--- src/source/lsu_params.svh ---
// ------------------------------------------------------------------
// load/store unit configuration
// data width, memory depth, id width and exception cause codes
// ------------------------------------------------------------------

`ifndef LSU_PARAMS_SVH
`define LSU_PARAMS_SVH

// data and address width
`define LSU_XLEN 32

// on-chip data memory, in 32-bit words
`define LSU_MEM_WORDS 256
`define LSU_MEM_IDX_BITS 8

// scoreboard transaction id
`define LSU_TRANS_ID_BITS 3

// RISC-V exception causes
`define LSU_CAUSE_LD_MISALIGNED 4
`define LSU_CAUSE_ST_MISALIGNED 6

`endif

--- src/source/lsu_pkg.sv ---
// ------------------------------------------------------------------
// shared types of the load/store unit
// word, byte enable, id, index and cause types, the operation enum
// ------------------------------------------------------------------

`include "lsu_params.svh"

package lsu_pkg;

    // ------------------------------------------------------------------
    // vector types
    // ------------------------------------------------------------------
    typedef logic [`LSU_XLEN-1:0]          xlen_t;
    typedef logic [`LSU_XLEN/8-1:0]        be_t;
    typedef logic [`LSU_TRANS_ID_BITS-1:0] trans_id_t;
    typedef logic [`LSU_MEM_IDX_BITS-1:0]  mem_idx_t;
    typedef logic [1:0]                    byte_off_t;
    typedef logic [3:0]                    cause_t;

    // ------------------------------------------------------------------
    // operations
    // ------------------------------------------------------------------
    // loads in the lower half, stores from 8 upwards
    typedef enum logic [3:0] {
        LSU_LB  = 4'h0,
        LSU_LBU = 4'h1,
        LSU_LH  = 4'h2,
        LSU_LHU = 4'h3,
        LSU_LW  = 4'h4,
        LSU_SB  = 4'h8,
        LSU_SH  = 4'h9,
        LSU_SW  = 4'ha
    } lsu_op_e;

    // store channel or load channel
    function automatic logic is_store(lsu_op_e op);
        return op inside {LSU_SB, LSU_SH, LSU_SW};
    endfunction

endpackage

--- src/source/lsu_stage_if.sv ---


// registered memory response, raw word before lane selection
interface lsu_rsp_if;
    import lsu_pkg::*;

    logic      valid;
    lsu_op_e   op;
    xlen_t     vaddr;
    xlen_t     rdata;
    trans_id_t trans_id;
    logic      misaligned;

    modport execute_mp (
        output valid, op, vaddr, rdata, trans_id, misaligned
    );

    modport result_mp (
        input valid, op, vaddr, rdata, trans_id, misaligned
    );
endinterface

--- src/source/lsu_result.sv ---
// ------------------------------------------------------------------
// result stage of the load/store unit
// load alignment and extension, misaligned exceptions,
// output registers of the load and store channels
// ------------------------------------------------------------------

`timescale 1ns/1ns

`include "lsu_params.svh"

module lsu_result (
    input  logic               clk_i,
    input  logic               rst_ni,
    lsu_rsp_if.result_mp       rsp,
    // load channel
    output logic               load_valid_o,
    output lsu_pkg::trans_id_t load_trans_id_o,
    output lsu_pkg::xlen_t     load_result_o,
    output logic               load_ex_valid_o,
    output lsu_pkg::cause_t    load_ex_cause_o,
    output lsu_pkg::xlen_t     load_ex_tval_o,
    // store channel
    output logic               store_valid_o,
    output lsu_pkg::trans_id_t store_trans_id_o,
    output logic               store_ex_valid_o,
    output lsu_pkg::cause_t    store_ex_cause_o,
    output lsu_pkg::xlen_t     store_ex_tval_o
);
    import lsu_pkg::*;

    logic  is_st;
    xlen_t lane_data;
    xlen_t load_data;

    assign is_st = is_store(rsp.op);

    // ------------------------------------------------------------------
    // load alignment and extension
    // ------------------------------------------------------------------
    // addressed byte or halfword moves down to lane 0
    assign lane_data = rsp.rdata >> {rsp.vaddr[1:0], 3'b000};

    always_comb begin
        case (rsp.op)
            LSU_LB:  load_data = {{(`LSU_XLEN-8){lane_data[7]}}, lane_data[7:0]};
            LSU_LBU: load_data = {{(`LSU_XLEN-8){1'b0}}, lane_data[7:0]};
            LSU_LH:  load_data = {{(`LSU_XLEN-16){lane_data[15]}}, lane_data[15:0]};
            LSU_LHU: load_data = {{(`LSU_XLEN-16){1'b0}}, lane_data[15:0]};
            default: load_data = rsp.rdata;
        endcase
        // faulting loads return zero
        if (rsp.misaligned) begin
            load_data = '0;
        end
    end

    // ------------------------------------------------------------------
    // output registers
    // ------------------------------------------------------------------
    always_ff @(posedge clk_i or negedge rst_ni) begin
        if (!rst_ni) begin
            load_valid_o     <= 1'b0;
            load_ex_valid_o  <= 1'b0;
            store_valid_o    <= 1'b0;
            store_ex_valid_o <= 1'b0;
        end else begin
            load_valid_o     <= rsp.valid && !is_st;
            load_ex_valid_o  <= rsp.valid && !is_st && rsp.misaligned;
            store_valid_o    <= rsp.valid && is_st;
            store_ex_valid_o <= rsp.valid && is_st && rsp.misaligned;
        end
    end

    always_ff @(posedge clk_i) begin
        if (rsp.valid && !is_st) begin
            load_trans_id_o <= rsp.trans_id;
            load_result_o   <= load_data;
            load_ex_cause_o <= rsp.misaligned ? cause_t'(`LSU_CAUSE_LD_MISALIGNED) : '0;
            load_ex_tval_o  <= rsp.misaligned ? rsp.vaddr : '0;
        end
        if (rsp.valid && is_st) begin
            store_trans_id_o <= rsp.trans_id;
            store_ex_cause_o <= rsp.misaligned ? cause_t'(`LSU_CAUSE_ST_MISALIGNED) : '0;
            store_ex_tval_o  <= rsp.misaligned ? rsp.vaddr : '0;
        end
    end

    a_one_channel : assert property (
        @(posedge clk_i) disable iff (!rst_ni)
        !(load_valid_o && store_valid_o)
    );

endmodule

--- src/flat_wrapper.sv ---
// flat-port wrapper written by rule: the top's interface ports become plain ports
module lsu_result_flat import lsu_pkg::*;
  (clk_i, rst_ni, load_valid_o, load_trans_id_o, load_result_o, load_ex_valid_o, load_ex_cause_o, load_ex_tval_o, store_valid_o, store_trans_id_o, store_ex_valid_o, store_ex_cause_o, store_ex_tval_o, rsp_valid, rsp_op, rsp_vaddr, rsp_rdata, rsp_trans_id, rsp_misaligned);
  lsu_rsp_if rsp_i ();
  input  logic clk_i;
  input  logic rst_ni;
  output logic load_valid_o;
  output lsu_pkg::trans_id_t load_trans_id_o;
  output lsu_pkg::xlen_t load_result_o;
  output logic load_ex_valid_o;
  output lsu_pkg::cause_t load_ex_cause_o;
  output lsu_pkg::xlen_t load_ex_tval_o;
  output logic store_valid_o;
  output lsu_pkg::trans_id_t store_trans_id_o;
  output logic store_ex_valid_o;
  output lsu_pkg::cause_t store_ex_cause_o;
  output lsu_pkg::xlen_t store_ex_tval_o;
  input wire logic [$bits(rsp_i.valid)-1:0] rsp_valid;
  input wire logic [$bits(rsp_i.op)-1:0] rsp_op;
  input wire logic [$bits(rsp_i.vaddr)-1:0] rsp_vaddr;
  input wire logic [$bits(rsp_i.rdata)-1:0] rsp_rdata;
  input wire logic [$bits(rsp_i.trans_id)-1:0] rsp_trans_id;
  input wire logic [$bits(rsp_i.misaligned)-1:0] rsp_misaligned;
  assign rsp_i.valid = rsp_valid;
  assign rsp_i.op = rsp_op;
  assign rsp_i.vaddr = rsp_vaddr;
  assign rsp_i.rdata = rsp_rdata;
  assign rsp_i.trans_id = rsp_trans_id;
  assign rsp_i.misaligned = rsp_misaligned;
  lsu_result u_core (.clk_i(clk_i), .rst_ni(rst_ni), .rsp(rsp_i), .load_valid_o(load_valid_o), .load_trans_id_o(load_trans_id_o), .load_result_o(load_result_o), .load_ex_valid_o(load_ex_valid_o), .load_ex_cause_o(load_ex_cause_o), .load_ex_tval_o(load_ex_tval_o), .store_valid_o(store_valid_o), .store_trans_id_o(store_trans_id_o), .store_ex_valid_o(store_ex_valid_o), .store_ex_cause_o(store_ex_cause_o), .store_ex_tval_o(store_ex_tval_o));
endmodule
--- config.mk ---
export PLATFORM = sky130hd
export DESIGN_NAME = lsu_result_flat
export DESIGN_NICKNAME = d
export VERILOG_FILES = /design/src/source/lsu_pkg.sv /design/src/source/lsu_stage_if.sv /design/src/source/lsu_result.sv /design/src/flat_wrapper.sv
export VERILOG_INCLUDE_DIRS = /design/src /design/src/source
export SDC_FILE = /design/constraint.sdc
export NUM_CORES = 1
export LEC_CHECK = 0
export BUFFER_PORTS_ARGS = -buffer_cell sky130_fd_sc_hd__buf_2
export CAP_MARGIN = 15
export CORE_ASPECT_RATIO = 0.7
export CORE_UTILIZATION = 47
export DETAILED_ROUTE_END_ITERATION = 10
export PLACE_DENSITY = 0.79
export SLEW_MARGIN = 5
export SYNTH_ARGS = -nofsm -noshare
export SYNTH_HDL_FRONTEND = slang
export SYNTH_SLANG_ARGS = --single-unit
--- constraint.sdc ---
create_clock -name clk_i -period 0.8 [get_ports clk_i]
set_input_delay 0.08 -clock clk_i [delete_from_list [all_inputs] [get_ports clk_i]]
set_output_delay 0.08 -clock clk_i [all_outputs]
set_load 0.05 [all_outputs]
== After elaboration in Yosys (flattened, before gate mapping) ==
Cells that the tools add are included.

* Equal/unequal tests: 6
* Shifts and indexed selects: 1
* Muxes and demuxes: 4
* Reduce and logical (&&, ||, !) cells: 7

{| class="wikitable"
|+ Operators by type and width
! kind !! count
|-
| $pmux W32 S4 || 1
|-
| $mux W32 || 1
|-
| $shr A32 B5 Y16 || 1
|-
| $eq A4 B4 Y1 const B || 3
|-
| $eq A4 B2 Y1 const B || 2
|-
| $mux W3 || 2
|-
| $eq A4 B1 Y1 const B || 1
|-
| $logic_and A1 B1 Y1 || 4
|-
| $logic_not A4 Y1 || 1
|-
| $reduce_bool A3 Y1 || 1
|-
| $logic_not A1 Y1 || 1
|}

* Flip-flop bits (word level): 114
* Input port bits: 75
* Output and inout bits: 114
* Logic and storage cells: 29

== Depth between registers and ports, before layout ==
* Depth after elaboration: 5
* Depth in mapped cells: 6
* Depth with buffers taken out: 4

== Worst setup path before layout ==
OpenSTA, ideal clock, no wires.

* Path kind: in2reg
* Start: input rsp_op[0]
* End: register u_core.load_ex_cause_o[2], enable pin
* Setup time: 0.434 ns
* Data arrival time: 1.860 ns
* Required time: 0.366 ns
* Path slack: -1.494 ns
* Cell stages on the path: 3
* Buffers on the path: 0
* Cell sequence: nand2_1 -> nand3b_1 -> and2_1

* Word-level cells in the longest chain between the ends: 4
* Elaborated cells on any way between the ends: 6
* Those cells by class: eq/ne (3); reduce/logical (3)

{| class="wikitable"
|+ Ends and longest elaborated chain
! element !! RTL line !! text
|-
| start: declaration || flat_wrapper.sv:19 || <nowiki>input wire logic [$bits(rsp_i.op)-1:0] rsp_op;</nowiki>
|-
| $eq A4 B4 Y1 || lsu_pkg.sv:37 || <nowiki>return op inside {LSU_SB, LSU_SH, LSU_SW};</nowiki>
|-
| $reduce_bool A3 Y1 (*) || lsu_pkg.sv:37 ||
|-
| $logic_not A1 Y1 (*) || lsu_result.sv:75 || <nowiki>if (rsp.valid && !is_st) begin</nowiki>
|-
| $logic_and A1 B1 Y1 (*) || lsu_result.sv:75 ||
|-
| end signal: assignment || lsu_result.sv:78 || <nowiki>load_ex_cause_o <= rsp.misaligned ? cause_t'(`LSU_CAUSE_LD_MISALIGNED) : '0;</nowiki>
|-
| end: declaration || lsu_result.sv:20 || <nowiki>output lsu_pkg::cause_t load_ex_cause_o,</nowiki>
|}

Mark *: on every way between the ends. The rest lies on a longest branch, timed or not.
A chain may end at the register's enable or synchronous reset.

== Final worst setup path ==
* Start: register u_core.store_ex_cause_o[1]
* End: output store_ex_cause_o[1]

{| class="wikitable"
|+ RTL lines
! element !! RTL line !! text
|-
| start: declaration || lsu_result.sv:26 || <nowiki>output lsu_pkg::cause_t store_ex_cause_o,</nowiki>
|-
| start signal: assignment || lsu_result.sv:83 || <nowiki>store_ex_cause_o <= rsp.misaligned ? cause_t'(`LSU_CAUSE_ST_MISALIGNED) : '0;</nowiki>
|-
| end: declaration || flat_wrapper.sv:16 || <nowiki>output lsu_pkg::cause_t store_ex_cause_o;</nowiki>
|}

No word-level cell between the ends.

==> metrics.md <==
| Metric | Value |
|---|---|
| Largest net degree at the start of global routing | 36 |
| Post-synth EDFFs | 104 |
| Max Buffers Root-to-Sink | 2 |
| Final WS setup | -0.238 ns |
| CTS tree | done |
| Hold WC Path Type | in -> reg |
| Routed vias | approximately 3400 |
| CP max stage cell | edfxtp_1 |
| Root Buffer | clkbuf_16 |
| Fmax | 0.963 GHz |
| Vias in the first global route | roughly 3500 |
| RSZ-0062 raised after global routing | true |
| Finished Cell Area | slightly above 0.007 mm2 |
| Non-filler instance count after layout | ~650 |
| Startpoint Class | flop |
| Max Slew Vio Count | 0 |
| Hold Violations, Final | 0 |
| Peak supply drop | between 1 and 1.5 mV |
| Area grow syn2layout | 66.1% |
| CP Max Fanout | 2 |
| Top-count cell post-synth | edfxtp_1 |
| Top post-synthesis cells by area | edfxtp_1 73%, and2_1 4.9%, nand2_1 3.7% |
| Top_reg_cell synth | edfxtp_1 |
| Buf/Inv on CP | 1 |
| Synth warn | 0 |
| Pre-antenna DRT Iters | 4 |
| PD cells | 2140 mW/mm2 |
| Power Total | approximately 15 mW |
| Clock transition at the registers of the reported paths | approximately 0.07 ns |
| Critical setup path kind | reg -> out |
| Starting DRT DRC Count | 216 |
| Synth area leader | edfxtp_1 |
| Pleak | 2.89 nW |
| Dpl hpwl | 7.97 mm |
| CP peak stage delay | about 0.44 ns |
| Ant diodes | 0 |
| Core ar. | 0.00865 mm2 |
| Layout cells sized above 1 | between 50% and 60% |
| FFs w/ async S/R, synth | approximately 3.7% |
| Gr ovfl total | 0 |
| Placed insts | 616 |
| CP endpoint kind | output port |
| Routed Antenna Nets | 0 |
| Sequential area share after synthesis | 74.9% |
| Final Critical Period | 1.04 ns |
| CP cell instances | buf_6 |
| # port buffers | roughly 180 |
| Initial antenna violation count | 0 |
| Clock sinks | 108 |
| Synthesized area per cell | 14.9 um2 |
| Critical path startpoint | u_core.store_ex_cause_o[1] |
| CP Capture Point | store_ex_cause_o[1] |
| Failing checks | setup timing |
| Register bit total from synthesis | 108 |
| Crit path required time | between 0.7 and 0.8 ns |
| Endpoints failing setup | 141 |
| DRT Wirelength | 12.8 mm |
| Yosys top cell area share | 72.5% |
| Die H | 82.1 um |
| CTS Buf Count | 9 |
| Cell Area, Placed | 0.00564 mm2 |
| Hold Slack | roughly 0.031 ns |
| Worst endpoint data arrival time | 0.96 ns |
| Nets | 597 |
| H-tree Lvls | 3 |
| Top post-synthesis cells by count | 104 x edfxtp_1, 43 x nand2_1, 34 x and2_1, 20 x nor2_1, 12 x nand3b_1 |
| Delay-heaviest family, CP | flip-flops |
| Initial Utilization | 49.8% |
| Site Rows | 28 |
| GRT Overall Usage | between 20% and 30% |
| Gate Count Post-Synth | 289 |
| Die extent in x | about 120 um |
| Vias per cell | 5.20 |
| Fillers | 453 |
| Syn Std Cell Area | ~0.0043 mm2 |
| MaxCap Viol Count | 0 |
| DR DRC count | 0 |
| Post-synth cell types | 32 |
| WP depth | 1 |
| Tcrit/Tclk final | 130% |
| RD Place Congestion | 0.882 |
| Run status | complete, but fails checks |
| Final setup TNS | -24.02 ns |
| IO Pins | 189 |
| Die area | between 0.009 and 0.01 mm2 |
| Global-route wire length before repair | 18.4 mm |
| WL/cell | 19.8 um |
state kept, by name, indices dropped and copies added (netlist names):
| register | flops |
|---|---|
| u_core.load_ex_tval_o | 32 |
| u_core.load_result_o | 32 |
| u_core.store_ex_tval_o | 32 |
| u_core.load_trans_id_o | 3 |
| u_core.store_trans_id_o | 3 |
| u_core.load_ex_cause_o | 1 |
| u_core.load_ex_valid_o | 1 |
| u_core.load_valid_o | 1 |
| u_core.store_ex_cause_o | 1 |
| u_core.store_ex_valid_o | 1 |
| u_core.store_valid_o | 1 |
metrics by stage:
step / worst slack (ns) / util (%)
after floorplan: -0.458 / -
after global routing: -0.271 / 82.6
final: -0.238 / 82.6
after detailed placement: -0.656 / 65.2
after global placement: -0.542 / 65.2
after CTS: -0.244 / 81.1
layer usage:
layer / share of wire (%) / global-route usage, % / vias up / routed length [um]
met5: 0 / 0 / - / 0
met4: 2.3 / 9.62 / 0 / 293
met3: 8.7 / 8.27 / 24 / 1120
met2: 52 / 47.8 / 197 / 6670
met1: 37 / 30.8 / 1630 / 4710
li1: - / - / 1511 / -
layout make-up:
| class | instances | area [um2] | share of cell area [%] |
|---|---|---|---|
| clock buffer | 10 | 229 | 3.20 |
| sequential | 108 | 3220 | 45.1 |
| tap | 120 | 150 | 2.10 |
| clock inverter | 6 | 77.6 | 1.08 |
| timing repair buffer | 237 | 2210 | 30.9 |
| multi-input combinational | 166 | 1260 | 17.7 |
where the power goes:
group	leakage (nW)	total [mW]	switching, mW	internal, mW
Clock	0.147	4.54	2.05	2.49
Sequential	0.983	6.91	0.219	6.69
Combinational	1.76	3.85	2.42	1.42
Total	2.89	15.3	4.69	10.6
cell usage in the layout (no fill, tap or decap), types with 2 or more instances in the layout:
cell type / Yosys / layout
mux2i_2: 1 / 3
o21ai_2: 0 / 7
dfrtp_1: 4 / 4
buf_12: 0 / 7
nand2_2: 0 / 19
buf_16: 0 / 2
edfxtp_1: 104 / 104
dlygate4sd3_1: 0 / 4
and2_1: 34 / 32
a22oi_1: 2 / 2
nor2_4: 1 / 3
conb_1: 1 / 5
buf_4: 7 / 35
nor2_2: 1 / 6
a211oi_2: 0 / 6
nand3b_1: 12 / 12
buf_8: 0 / 2
buf_2: 2 / 68
a21oi_2: 0 / 3
clkbuf_16: 0 / 9
a21oi_1: 7 / 4
inv_8: 0 / 2
buf_6: 2 / 119
and2_4: 0 / 2
o211ai_1: 7 / 7
nand2_1: 43 / 23
nor2_1: 20 / 13
mux2i_4: 1 / 8
worst min path at each step:
stage                     slack (ns)                 endpoint  depth (start not counted)      start
after floorplan                -0.22   u_core.load_ex_valid_o                          0     rst_ni
after global placement         -0.12     u_core.store_valid_o                          1     rst_ni
after detailed placement       -0.12     u_core.store_valid_o                          1     rst_ni
after CTS                       0.02  u_core.store_ex_valid_o                          3  rsp_valid
after global routing            0.04  u_core.store_ex_valid_o                          3  rsp_valid
final                           0.03  u_core.store_ex_valid_o                          3  rsp_valid
kinds of logic after synthesis:
| group | synth area share (%) |
|---|---|
| buffers and inverters | 2.70 |
| muxes | 2.94 |
| DFF | 74.9 |
| and+or+nand+nor | 14.1 |
| other | 0.0871 |
| AOI/OAI and AO/OA | 5.35 |
repair_timing:
item,CTS,global route
hold endpoints to repair,10,0
hold buffers,4,0
gates cloned,3,0
pin swaps,16,16
setup endpoints to repair,163,151
resized for setup,288,32
buffers inserted,7,3
Power figures use the tool's default switching activity.
