<file path="config.mk">
export PLATFORM = sky130hd
export DESIGN_NAME = lsu_decode_flat
export DESIGN_NICKNAME = d
export VERILOG_FILES = /design/src/source/lsu_pkg.sv /design/src/source/lsu_stage_if.sv /design/src/source/lsu_decode.sv /design/src/flat_wrapper.sv
export VERILOG_INCLUDE_DIRS = /design/src /design/src/source
export SDC_FILE = /design/constraint.sdc
export NUM_CORES = 1
export LEC_CHECK = 0
export ABC_AREA = 0
export BUFFER_PORTS_ARGS = -buffer_cell sky130_fd_sc_hd__buf_2
export CORE_MARGIN = 1.5
export CORE_UTILIZATION = 40
export DETAILED_ROUTE_END_ITERATION = 10
export PLACE_DENSITY = 0.72
export SLEW_MARGIN = 15
export SYNTH_ARGS = -nofsm -noshare
export SYNTH_HDL_FRONTEND = slang
export SYNTH_SLANG_ARGS = --single-unit
</file>
<file path="constraint.sdc">
create_clock -name clk_i -period 1.05 [get_ports clk_i]
set_input_delay 0.21 -clock clk_i [delete_from_list [all_inputs] [get_ports clk_i]]
set_output_delay 0.21 -clock clk_i [all_outputs]
set_load 0.005 [all_outputs]
</file>
<file path="src/source/lsu_params.svh">
// ------------------------------------------------------------------
// load/store unit configuration
// data width, memory depth, id width and exception cause codes
// ------------------------------------------------------------------

`ifndef LSU_PARAMS_SVH
`define LSU_PARAMS_SVH

// data and address width
`define LSU_XLEN 32

// on-chip data memory, in 32-bit words
`define LSU_MEM_WORDS 256
`define LSU_MEM_IDX_BITS 8

// scoreboard transaction id
`define LSU_TRANS_ID_BITS 3

// RISC-V exception causes
`define LSU_CAUSE_LD_MISALIGNED 4
`define LSU_CAUSE_ST_MISALIGNED 6

`endif

</file>
<file path="src/source/lsu_pkg.sv">
// ------------------------------------------------------------------
// shared types of the load/store unit
// word, byte enable, id, index and cause types, the operation enum
// ------------------------------------------------------------------

`include "lsu_params.svh"

package lsu_pkg;

    // ------------------------------------------------------------------
    // vector types
    // ------------------------------------------------------------------
    typedef logic [`LSU_XLEN-1:0]          xlen_t;
    typedef logic [`LSU_XLEN/8-1:0]        be_t;
    typedef logic [`LSU_TRANS_ID_BITS-1:0] trans_id_t;
    typedef logic [`LSU_MEM_IDX_BITS-1:0]  mem_idx_t;
    typedef logic [1:0]                    byte_off_t;
    typedef logic [3:0]                    cause_t;

    // ------------------------------------------------------------------
    // operations
    // ------------------------------------------------------------------
    // loads in the lower half, stores from 8 upwards
    typedef enum logic [3:0] {
        LSU_LB  = 4'h0,
        LSU_LBU = 4'h1,
        LSU_LH  = 4'h2,
        LSU_LHU = 4'h3,
        LSU_LW  = 4'h4,
        LSU_SB  = 4'h8,
        LSU_SH  = 4'h9,
        LSU_SW  = 4'ha
    } lsu_op_e;

    // store channel or load channel
    function automatic logic is_store(lsu_op_e op);
        return op inside {LSU_SB, LSU_SH, LSU_SW};
    endfunction

endpackage

</file>
<file path="src/source/lsu_stage_if.sv">
// ------------------------------------------------------------------
// stage interfaces of the load/store unit
// lsu_req_if from decode to execute
// lsu_rsp_if from execute to result
// ------------------------------------------------------------------

`timescale 1ns/1ns

// registered request with address, lane-aligned store data and byte enable
interface lsu_req_if;
    import lsu_pkg::*;

    logic      valid;
    lsu_op_e   op;
    xlen_t     vaddr;
    xlen_t     wdata;
    be_t       be;
    trans_id_t trans_id;
    logic      misaligned;

    modport decode_mp (
        output valid, op, vaddr, wdata, be, trans_id, misaligned
    );

    modport execute_mp (
        input valid, op, vaddr, wdata, be, trans_id, misaligned
    );
endinterface


</file>
<file path="src/source/lsu_decode.sv">
// ------------------------------------------------------------------
// decode stage of the load/store unit
// address generation, byte enables, store lane shift,
// misalignment check and the request register
// ------------------------------------------------------------------

`timescale 1ns/1ns

module lsu_decode (
    input  logic               clk_i,
    input  logic               rst_ni,
    input  logic               valid_i,
    input  lsu_pkg::lsu_op_e   op_i,
    input  lsu_pkg::xlen_t     operand_a_i,
    input  lsu_pkg::xlen_t     imm_i,
    input  lsu_pkg::xlen_t     operand_b_i,
    input  lsu_pkg::trans_id_t trans_id_i,
    lsu_req_if.decode_mp       req
);
    import lsu_pkg::*;

    xlen_t     vaddr;
    byte_off_t offset;
    be_t       be;
    xlen_t     wdata;
    logic      misaligned;

    // ------------------------------------------------------------------
    // address generation
    // ------------------------------------------------------------------
    // immediate arrives already sign-extended, no translation
    assign vaddr  = operand_a_i + imm_i;
    assign offset = vaddr[1:0];

    // store data moves up into the addressed byte lanes
    assign wdata = operand_b_i << {offset, 3'b000};

    // ------------------------------------------------------------------
    // byte enable and misalignment
    // ------------------------------------------------------------------
    always_comb begin
        be         = '1;
        misaligned = 1'b0;
        case (op_i)
            LSU_LB, LSU_LBU, LSU_SB: begin
                be = be_t'(4'b0001 << offset);
            end
            LSU_LH, LSU_LHU, LSU_SH: begin
                be         = be_t'(4'b0011 << offset);
                misaligned = offset[0];
            end
            default: begin
                // full word
                be         = '1;
                misaligned = (offset != 2'b00);
            end
        endcase
    end

    // ------------------------------------------------------------------
    // request register
    // ------------------------------------------------------------------
    always_ff @(posedge clk_i or negedge rst_ni) begin
        if (!rst_ni) begin
            req.valid <= 1'b0;
        end else begin
            req.valid <= valid_i;
        end
    end

    // payload, qualified by valid downstream
    always_ff @(posedge clk_i) begin
        req.op         <= op_i;
        req.vaddr      <= vaddr;
        req.wdata      <= wdata;
        req.be         <= be;
        req.trans_id   <= trans_id_i;
        req.misaligned <= misaligned;
    end

    // an accepted operation always touches at least one byte lane
    a_be_nonzero : assert property (
        @(posedge clk_i) disable iff (!rst_ni)
        valid_i |=> (req.be != '0)
    );

endmodule

</file>
<file path="src/flat_wrapper.sv">
// flat-port wrapper written by rule: the top's interface ports become plain ports
module lsu_decode_flat import lsu_pkg::*;
  (clk_i, rst_ni, valid_i, op_i, operand_a_i, imm_i, operand_b_i, trans_id_i, req_valid, req_op, req_vaddr, req_wdata, req_be, req_trans_id, req_misaligned);
  lsu_req_if req_i ();
  input  logic clk_i;
  input  logic rst_ni;
  input  logic valid_i;
  input  lsu_pkg::lsu_op_e op_i;
  input  lsu_pkg::xlen_t operand_a_i;
  input  lsu_pkg::xlen_t imm_i;
  input  lsu_pkg::xlen_t operand_b_i;
  input  lsu_pkg::trans_id_t trans_id_i;
  output wire logic [$bits(req_i.valid)-1:0] req_valid;
  output wire logic [$bits(req_i.op)-1:0] req_op;
  output wire logic [$bits(req_i.vaddr)-1:0] req_vaddr;
  output wire logic [$bits(req_i.wdata)-1:0] req_wdata;
  output wire logic [$bits(req_i.be)-1:0] req_be;
  output wire logic [$bits(req_i.trans_id)-1:0] req_trans_id;
  output wire logic [$bits(req_i.misaligned)-1:0] req_misaligned;
  assign req_valid = req_i.valid;
  assign req_op = req_i.op;
  assign req_vaddr = req_i.vaddr;
  assign req_wdata = req_i.wdata;
  assign req_be = req_i.be;
  assign req_trans_id = req_i.trans_id;
  assign req_misaligned = req_i.misaligned;
  lsu_decode u_core (.clk_i(clk_i), .rst_ni(rst_ni), .valid_i(valid_i), .op_i(op_i), .operand_a_i(operand_a_i), .imm_i(imm_i), .operand_b_i(operand_b_i), .trans_id_i(trans_id_i), .req(req_i));
endmodule
</file>
* Yosys cells after proc, flatten, opt, wreduce, memory -nomap -nowiden *
Cells that the tools add are included.

cells by class
  equal/unequal tests = 5
  $add $sub $neg = 1
  shift operators = 3
  reduce and logical (&&, ||, !) cells = 4
  muxes and demuxes = 2

operators with widths
  cell                 count
  $add 32x32->32       1
  $shl 32x5->32        1
  $eq 4x2->1 const B   2
  $eq 4x4->1 const B   2
  $pmux 4 s2           1
  $reduce_or 3->1      2
  $eq 4x1->1 const B   1
  $logic_not 4->1      1
  $shl 1x2->4 const A  1
  $shl 2x2->4 const A  1
  $pmux 1 s2           1
  $reduce_bool 2->1    1

word-level totals
  bits in registers = 77
  input port bits = 106
  output and inout port bits = 77
  word-level logic and storage cells = 22

* Depth between registers and ports, before layout *
  depth after elaboration = 3
  mapped depth = 11
  gate-level depth less buffers = 11

* Worst setup path after synthesis *
No wires, ideal clock.

  path type = input-to-reg
  start = input operand_a_i[0]
  end = register u_core.req.vaddr[30]
  buffers on the path = 0
  setup slack = -1.293 ns
  arrival time = 2.207 ns
  stages = 11
  data required time = 0.914 ns
  setup time = 0.136 ns
  cell sequence = ha_1 -> inv_1 -> fa_1 -> nor2b_1 -> o2111ai_1 -> o211ai_1 -> a31oi_1 -> o21ai_1 -> a31oi_1 -> o41ai_1 -> xor2_1

between the ends
  cells in the longest elaborated chain, start to end = 1

RTL lines
  item                  line                text
  start: declaration    flat_wrapper.sv:9   input lsu_pkg::xlen_t operand_a_i;
  $add 32x32->32        lsu_decode.sv:32    assign vaddr = operand_a_i + imm_i;
  via u_core.vaddr[30]  lsu_decode.sv:22    xlen_t vaddr;
  end: declaration      lsu_stage_if.sv:22  output valid, op, vaddr, wdata, be, trans_id, misaligned

The timed path passes the listed nets, and every way through them passes these cells.

* Worst setup path after layout *
  start = input imm_i[4]
  end = register u_core.req.vaddr[29]

between the ends
  cells in the longest elaborated chain, start to end = 1

RTL lines
  item                  line                text
  start: declaration    flat_wrapper.sv:10  input lsu_pkg::xlen_t imm_i;
  $add 32x32->32        lsu_decode.sv:32
  via u_core.vaddr[29]  lsu_decode.sv:22

The timed path passes the listed nets, and every way through them passes these cells.

==> impl_metrics.xml <==
<?xml version="1.0" encoding="UTF-8"?>
<metrics>
  <group name="outcome">
    <metric name="outcome" unit="">finished with violations</metric>
    <metric name="failed_checks" unit="">negative setup slack</metric>
  </group>
  <group name="setup_path">
    <metric name="critical_path_cell_count" unit="">10</metric>
    <metric name="cp_num_buf_inv" unit="">1</metric>
    <metric name="crit_family" unit="">simple AND/OR/NAND/NOR gates</metric>
    <metric name="cp_slowest_cell" unit="">sky130_fd_sc_hd__or4b_4</metric>
    <metric name="crit_path_end_kind" unit="">flop</metric>
    <metric name="critical-path-max-stage-delay" unit="ns">0.50</metric>
    <metric name="worst_setup_path_start_kind" unit="">input pin</metric>
    <metric name="worstPathArrival" unit="ns">2.26</metric>
    <metric name="critical_path_fanout_max" unit="">3</metric>
    <metric name="path_class" unit="">input pin to flop</metric>
    <metric name="cp_cell_sequence" unit="">buf_6 -&gt; ha_4 -&gt; nand2_2 -&gt; or3_4 -&gt; o21ai_4 -&gt; a31oi_4 -&gt; o31ai_4 -&gt; or4b_4 -&gt; o21ai_2 -&gt; xnor2_1</metric>
    <metric name="critical_path_required" unit="ns">1.32</metric>
  </group>
  <group name="routing">
    <metric name="detailroute.via_count" unit="">4161</metric>
    <metric name="drcViolationCount" unit="">0</metric>
    <metric name="wl_per_cell" unit="um">15.1</metric>
    <metric name="initialDrtViolationCount" unit="">91</metric>
    <metric name="viasPerCell" unit="">4.98</metric>
    <metric name="drt-total-wl" unit="um">12600</metric>
    <metric name="antenna_left" unit="">0</metric>
    <metric name="drt_pass1_iterations" unit="">4</metric>
  </group>
  <group name="synthesis">
    <metric name="synthesized_area_per_cell" unit="um^2">9.32</metric>
    <metric name="synth_commonest_cells" unit="">sky130_fd_sc_hd__dfxtp_1 (76), sky130_fd_sc_hd__a21oi_1 (38), sky130_fd_sc_hd__nand2_1 (33)</metric>
    <metric name="syn_nets" unit="">547</metric>
    <metric name="ys.flop_type" unit="">sky130_fd_sc_hd__dfxtp_1</metric>
    <metric name="post_synthesis_cell_count" unit="">409</metric>
    <metric name="post-synth-top-area-fraction" unit="%">39.9</metric>
    <metric name="yosys_warnings" unit="">0</metric>
    <metric name="synth_seq_cells" unit="">77</metric>
    <metric name="area_contributors_post_synth" unit="">sky130_fd_sc_hd__dfxtp_1 (40%), sky130_fd_sc_hd__ha_1 (10%), sky130_fd_sc_hd__a21oi_1 (5.0%), sky130_fd_sc_hd__mux2i_1 (4.2%), sky130_fd_sc_hd__xnor2_1 (4.1%)</metric>
    <metric name="synthMostInstantiatedCell" unit="">sky130_fd_sc_hd__dfxtp_1</metric>
    <metric name="synth_edf_count" unit="">0</metric>
    <metric name="synth_async_sr_flop_share" unit="%">1.30</metric>
    <metric name="netlist.top_cell.by_area" unit="">sky130_fd_sc_hd__dfxtp_1</metric>
    <metric name="synth_sequential_area_ratio" unit="%">40.6</metric>
    <metric name="ys_types" unit="">49</metric>
    <metric name="syn_area" unit="um^2">3810</metric>
  </group>
  <group name="min_path">
    <metric name="hold_depth" unit="">1</metric>
    <metric name="hold_path_class" unit="">input pin to flop</metric>
    <metric name="timing.hold.worst.start" unit="">op_i[2]</metric>
    <metric name="timing.hold.worst_endpoint" unit="">u_core.req.op[2]</metric>
  </group>
  <group name="die">
    <metric name="start_util" unit="%">41.3</metric>
    <metric name="chipHeight" unit="um">101</metric>
    <metric name="fp.coreArea" unit="um^2">9240</metric>
    <metric name="ioPinCount" unit="">183</metric>
    <metric name="die_w" unit="um">101</metric>
    <metric name="number_of_placement_rows" unit="">35</metric>
    <metric name="fp.dieArea" unit="um^2">10100</metric>
  </group>
  <group name="place">
    <metric name="numPortBuffers" unit="">182</metric>
    <metric name="placedCellCount" unit="">801</metric>
    <metric name="detailedPlacementHpwl" unit="um">8960</metric>
    <metric name="preCtsSetupSlack" unit="ns">-1.43</metric>
    <metric name="gpl.final_weighted_congestion" unit="">0.846</metric>
    <metric name="detailed_place.area" unit="um^2">5830</metric>
  </group>
  <group name="clock_tree">
    <metric name="cts_buffer_depth" unit="">2</metric>
    <metric name="cts_root_buf" unit="">sky130_fd_sc_hd__clkbuf_8</metric>
    <metric name="path_clk_slew" unit="ns">0.08</metric>
    <metric name="numCtsBuffers" unit="">9</metric>
    <metric name="total_clock_sinks" unit="">77</metric>
    <metric name="htree_levels" unit="">3</metric>
    <metric name="tritoncts" unit="">done</metric>
  </group>
  <group name="finish">
    <metric name="share_of_cells_above_drive_strength_1" unit="%">59.8</metric>
    <metric name="final_design_area_no_fill" unit="um^2">6760</metric>
    <metric name="layout.nets" unit="">840</metric>
    <metric name="finalNonFillerCells" unit="">836</metric>
    <metric name="finalCoreUtilization" unit="%">73.1</metric>
    <metric name="syn_to_final_growth" unit="%">77.2</metric>
    <metric name="antenna_cells" unit="">0</metric>
  </group>
  <group name="timing">
    <metric name="timing.final.ws_setup" unit="ns">-0.944</metric>
    <metric name="transition_time_at_the_pin_with_the_least_slew_margin" unit="ns">0.399</metric>
    <metric name="slew_viol_final" unit="">0</metric>
    <metric name="finalCritPeriodShare" unit="%">190</metric>
    <metric name="hold_ws" unit="ns">0.0314</metric>
    <metric name="tns" unit="ns">-29.02</metric>
    <metric name="finalSetupViolations" unit="">66</metric>
    <metric name="achievable-frequency" unit="MHz">502</metric>
    <metric name="finalCriticalPeriod" unit="ns">1.99</metric>
    <metric name="setup_repair_after_global_routing_missed_its_margin" unit="">yes</metric>
    <metric name="timing.slew.headroom" unit="%">73.1</metric>
    <metric name="hold_viol" unit="">0</metric>
  </group>
  <group name="power_and_ir_drop">
    <metric name="power-per-cell-area" unit="nW/um^2">1480</metric>
    <metric name="irDropWorstVdd" unit="V">0.000889</metric>
    <metric name="post-layout-total-power" unit="mW">10.0</metric>
    <metric name="static-leakage-power" unit="nW">3.23</metric>
  </group>
  <group name="global_route">
    <metric name="grt_remaining_overflow" unit="">0</metric>
    <metric name="grt_start_max_net_pins" unit="">22</metric>
    <metric name="groute.usage.overall" unit="%">23.7</metric>
    <metric name="first_global_vias" unit="">4129</metric>
    <metric name="number_of_antenna_violations_at_the_first_check_in_global_routing" unit="">0</metric>
    <metric name="global_route_wire_length_before_repair" unit="um">18800</metric>
  </group>
  <group name="flow_run">
    <metric name="max_cap_violations" unit="">0</metric>
  </group>
</metrics>
what timing repair did:
item / CTS / global route
setup buffers: 7 / 6
resized for setup: 63 / 51
gates cloned: 3 / 0
setup endpoints to repair: 66 / 66
hold endpoints to repair: 6 / 0
hold buffers: 6 / 0
pin swaps: 49 / 15
sequential cells by signal, indices dropped and copies added, names as in the netlist:
signal	cells
u_core.req.op	4
u_core.req.be	4
u_core.req.valid	1
u_core.req.trans_id	3
u_core.req.wdata	32
u_core.req.misaligned	1
u_core.req.vaddr	32
per-layer routing:
layer  track usage (%)  wire length [um]  vias up
met3              5.34               748       32
met1              26.4              4920     1915
li1                  -                 -     2046
met2              43.6              6580      168
met5                 0                 0        -
met4              9.10               352        0
power by group:
group	total (mW)	switching [mW]	leakage (nW)	internal, mW
combinational	3.78	1.78	2.46	2.00
clock	2.72	1.14	0.120	1.59
sequential	3.54	0.127	0.650	3.41
cell families (layout without fill, tap and decap cells):
family                     after synthesis  after routing  share of synthesized area (%)
xor gates and xnor gates                30             30                           6.89
AOI/OAI and AO/OA                      125            125                           21.3
muxes                                   16             16                           4.20
DFF                                     77             77                           40.6
adders and majority gates               32             32                           10.7
buffers and inverters                   34            332                           4.00
and+or+nand+nor                         95             95                           12.3
cells in the final DEF, fill, tap and decap left out, types with 9 or more instances in the layout:
cell	Yosys	routed
sky130_fd_sc_hd__a21oi_1	38	22
sky130_fd_sc_hd__ha_4	0	10
sky130_fd_sc_hd__buf_2	4	176
sky130_fd_sc_hd__a21o_1	14	14
sky130_fd_sc_hd__a21oi_2	0	14
sky130_fd_sc_hd__inv_1	13	9
sky130_fd_sc_hd__buf_6	1	15
sky130_fd_sc_hd__xnor2_1	18	15
sky130_fd_sc_hd__buf_4	3	99
sky130_fd_sc_hd__ha_1	31	20
sky130_fd_sc_hd__xor2_1	12	9
sky130_fd_sc_hd__o21ai_2	1	13
sky130_fd_sc_hd__nand2_2	1	11
sky130_fd_sc_hd__o21ai_0	26	10
sky130_fd_sc_hd__dfxtp_1	76	76
sky130_fd_sc_hd__nand2_1	33	20
sky130_fd_sc_hd__clkbuf_8	0	9
sky130_fd_sc_hd__nor2_1	18	10
worst max-delay path by stage:
stage                   start                    to
6_report             imm_i[4]  u_core.req.vaddr[29]
4_1_cts        operand_a_i[4]  u_core.req.vaddr[29]
2_1_floorplan        imm_i[5]  u_core.req.vaddr[29]
3_5_place_dp   operand_a_i[0]  u_core.req.vaddr[30]
5_1_grt        operand_a_i[4]  u_core.req.vaddr[29]
3_3_place_gp   operand_a_i[0]  u_core.req.vaddr[30]
layout make-up:
type	count	area, um^2
Multi-Input combinational cell	298	2770
Fill cell	655	2480
Timing Repair Buffer	303	1980
Sequential cell	77	1550
Tap cell	129	161
Clock buffer	10	128
Clock inverter	6	113
Inverter	13	56.3
Note: power is estimated with default switching activity, not from simulation.
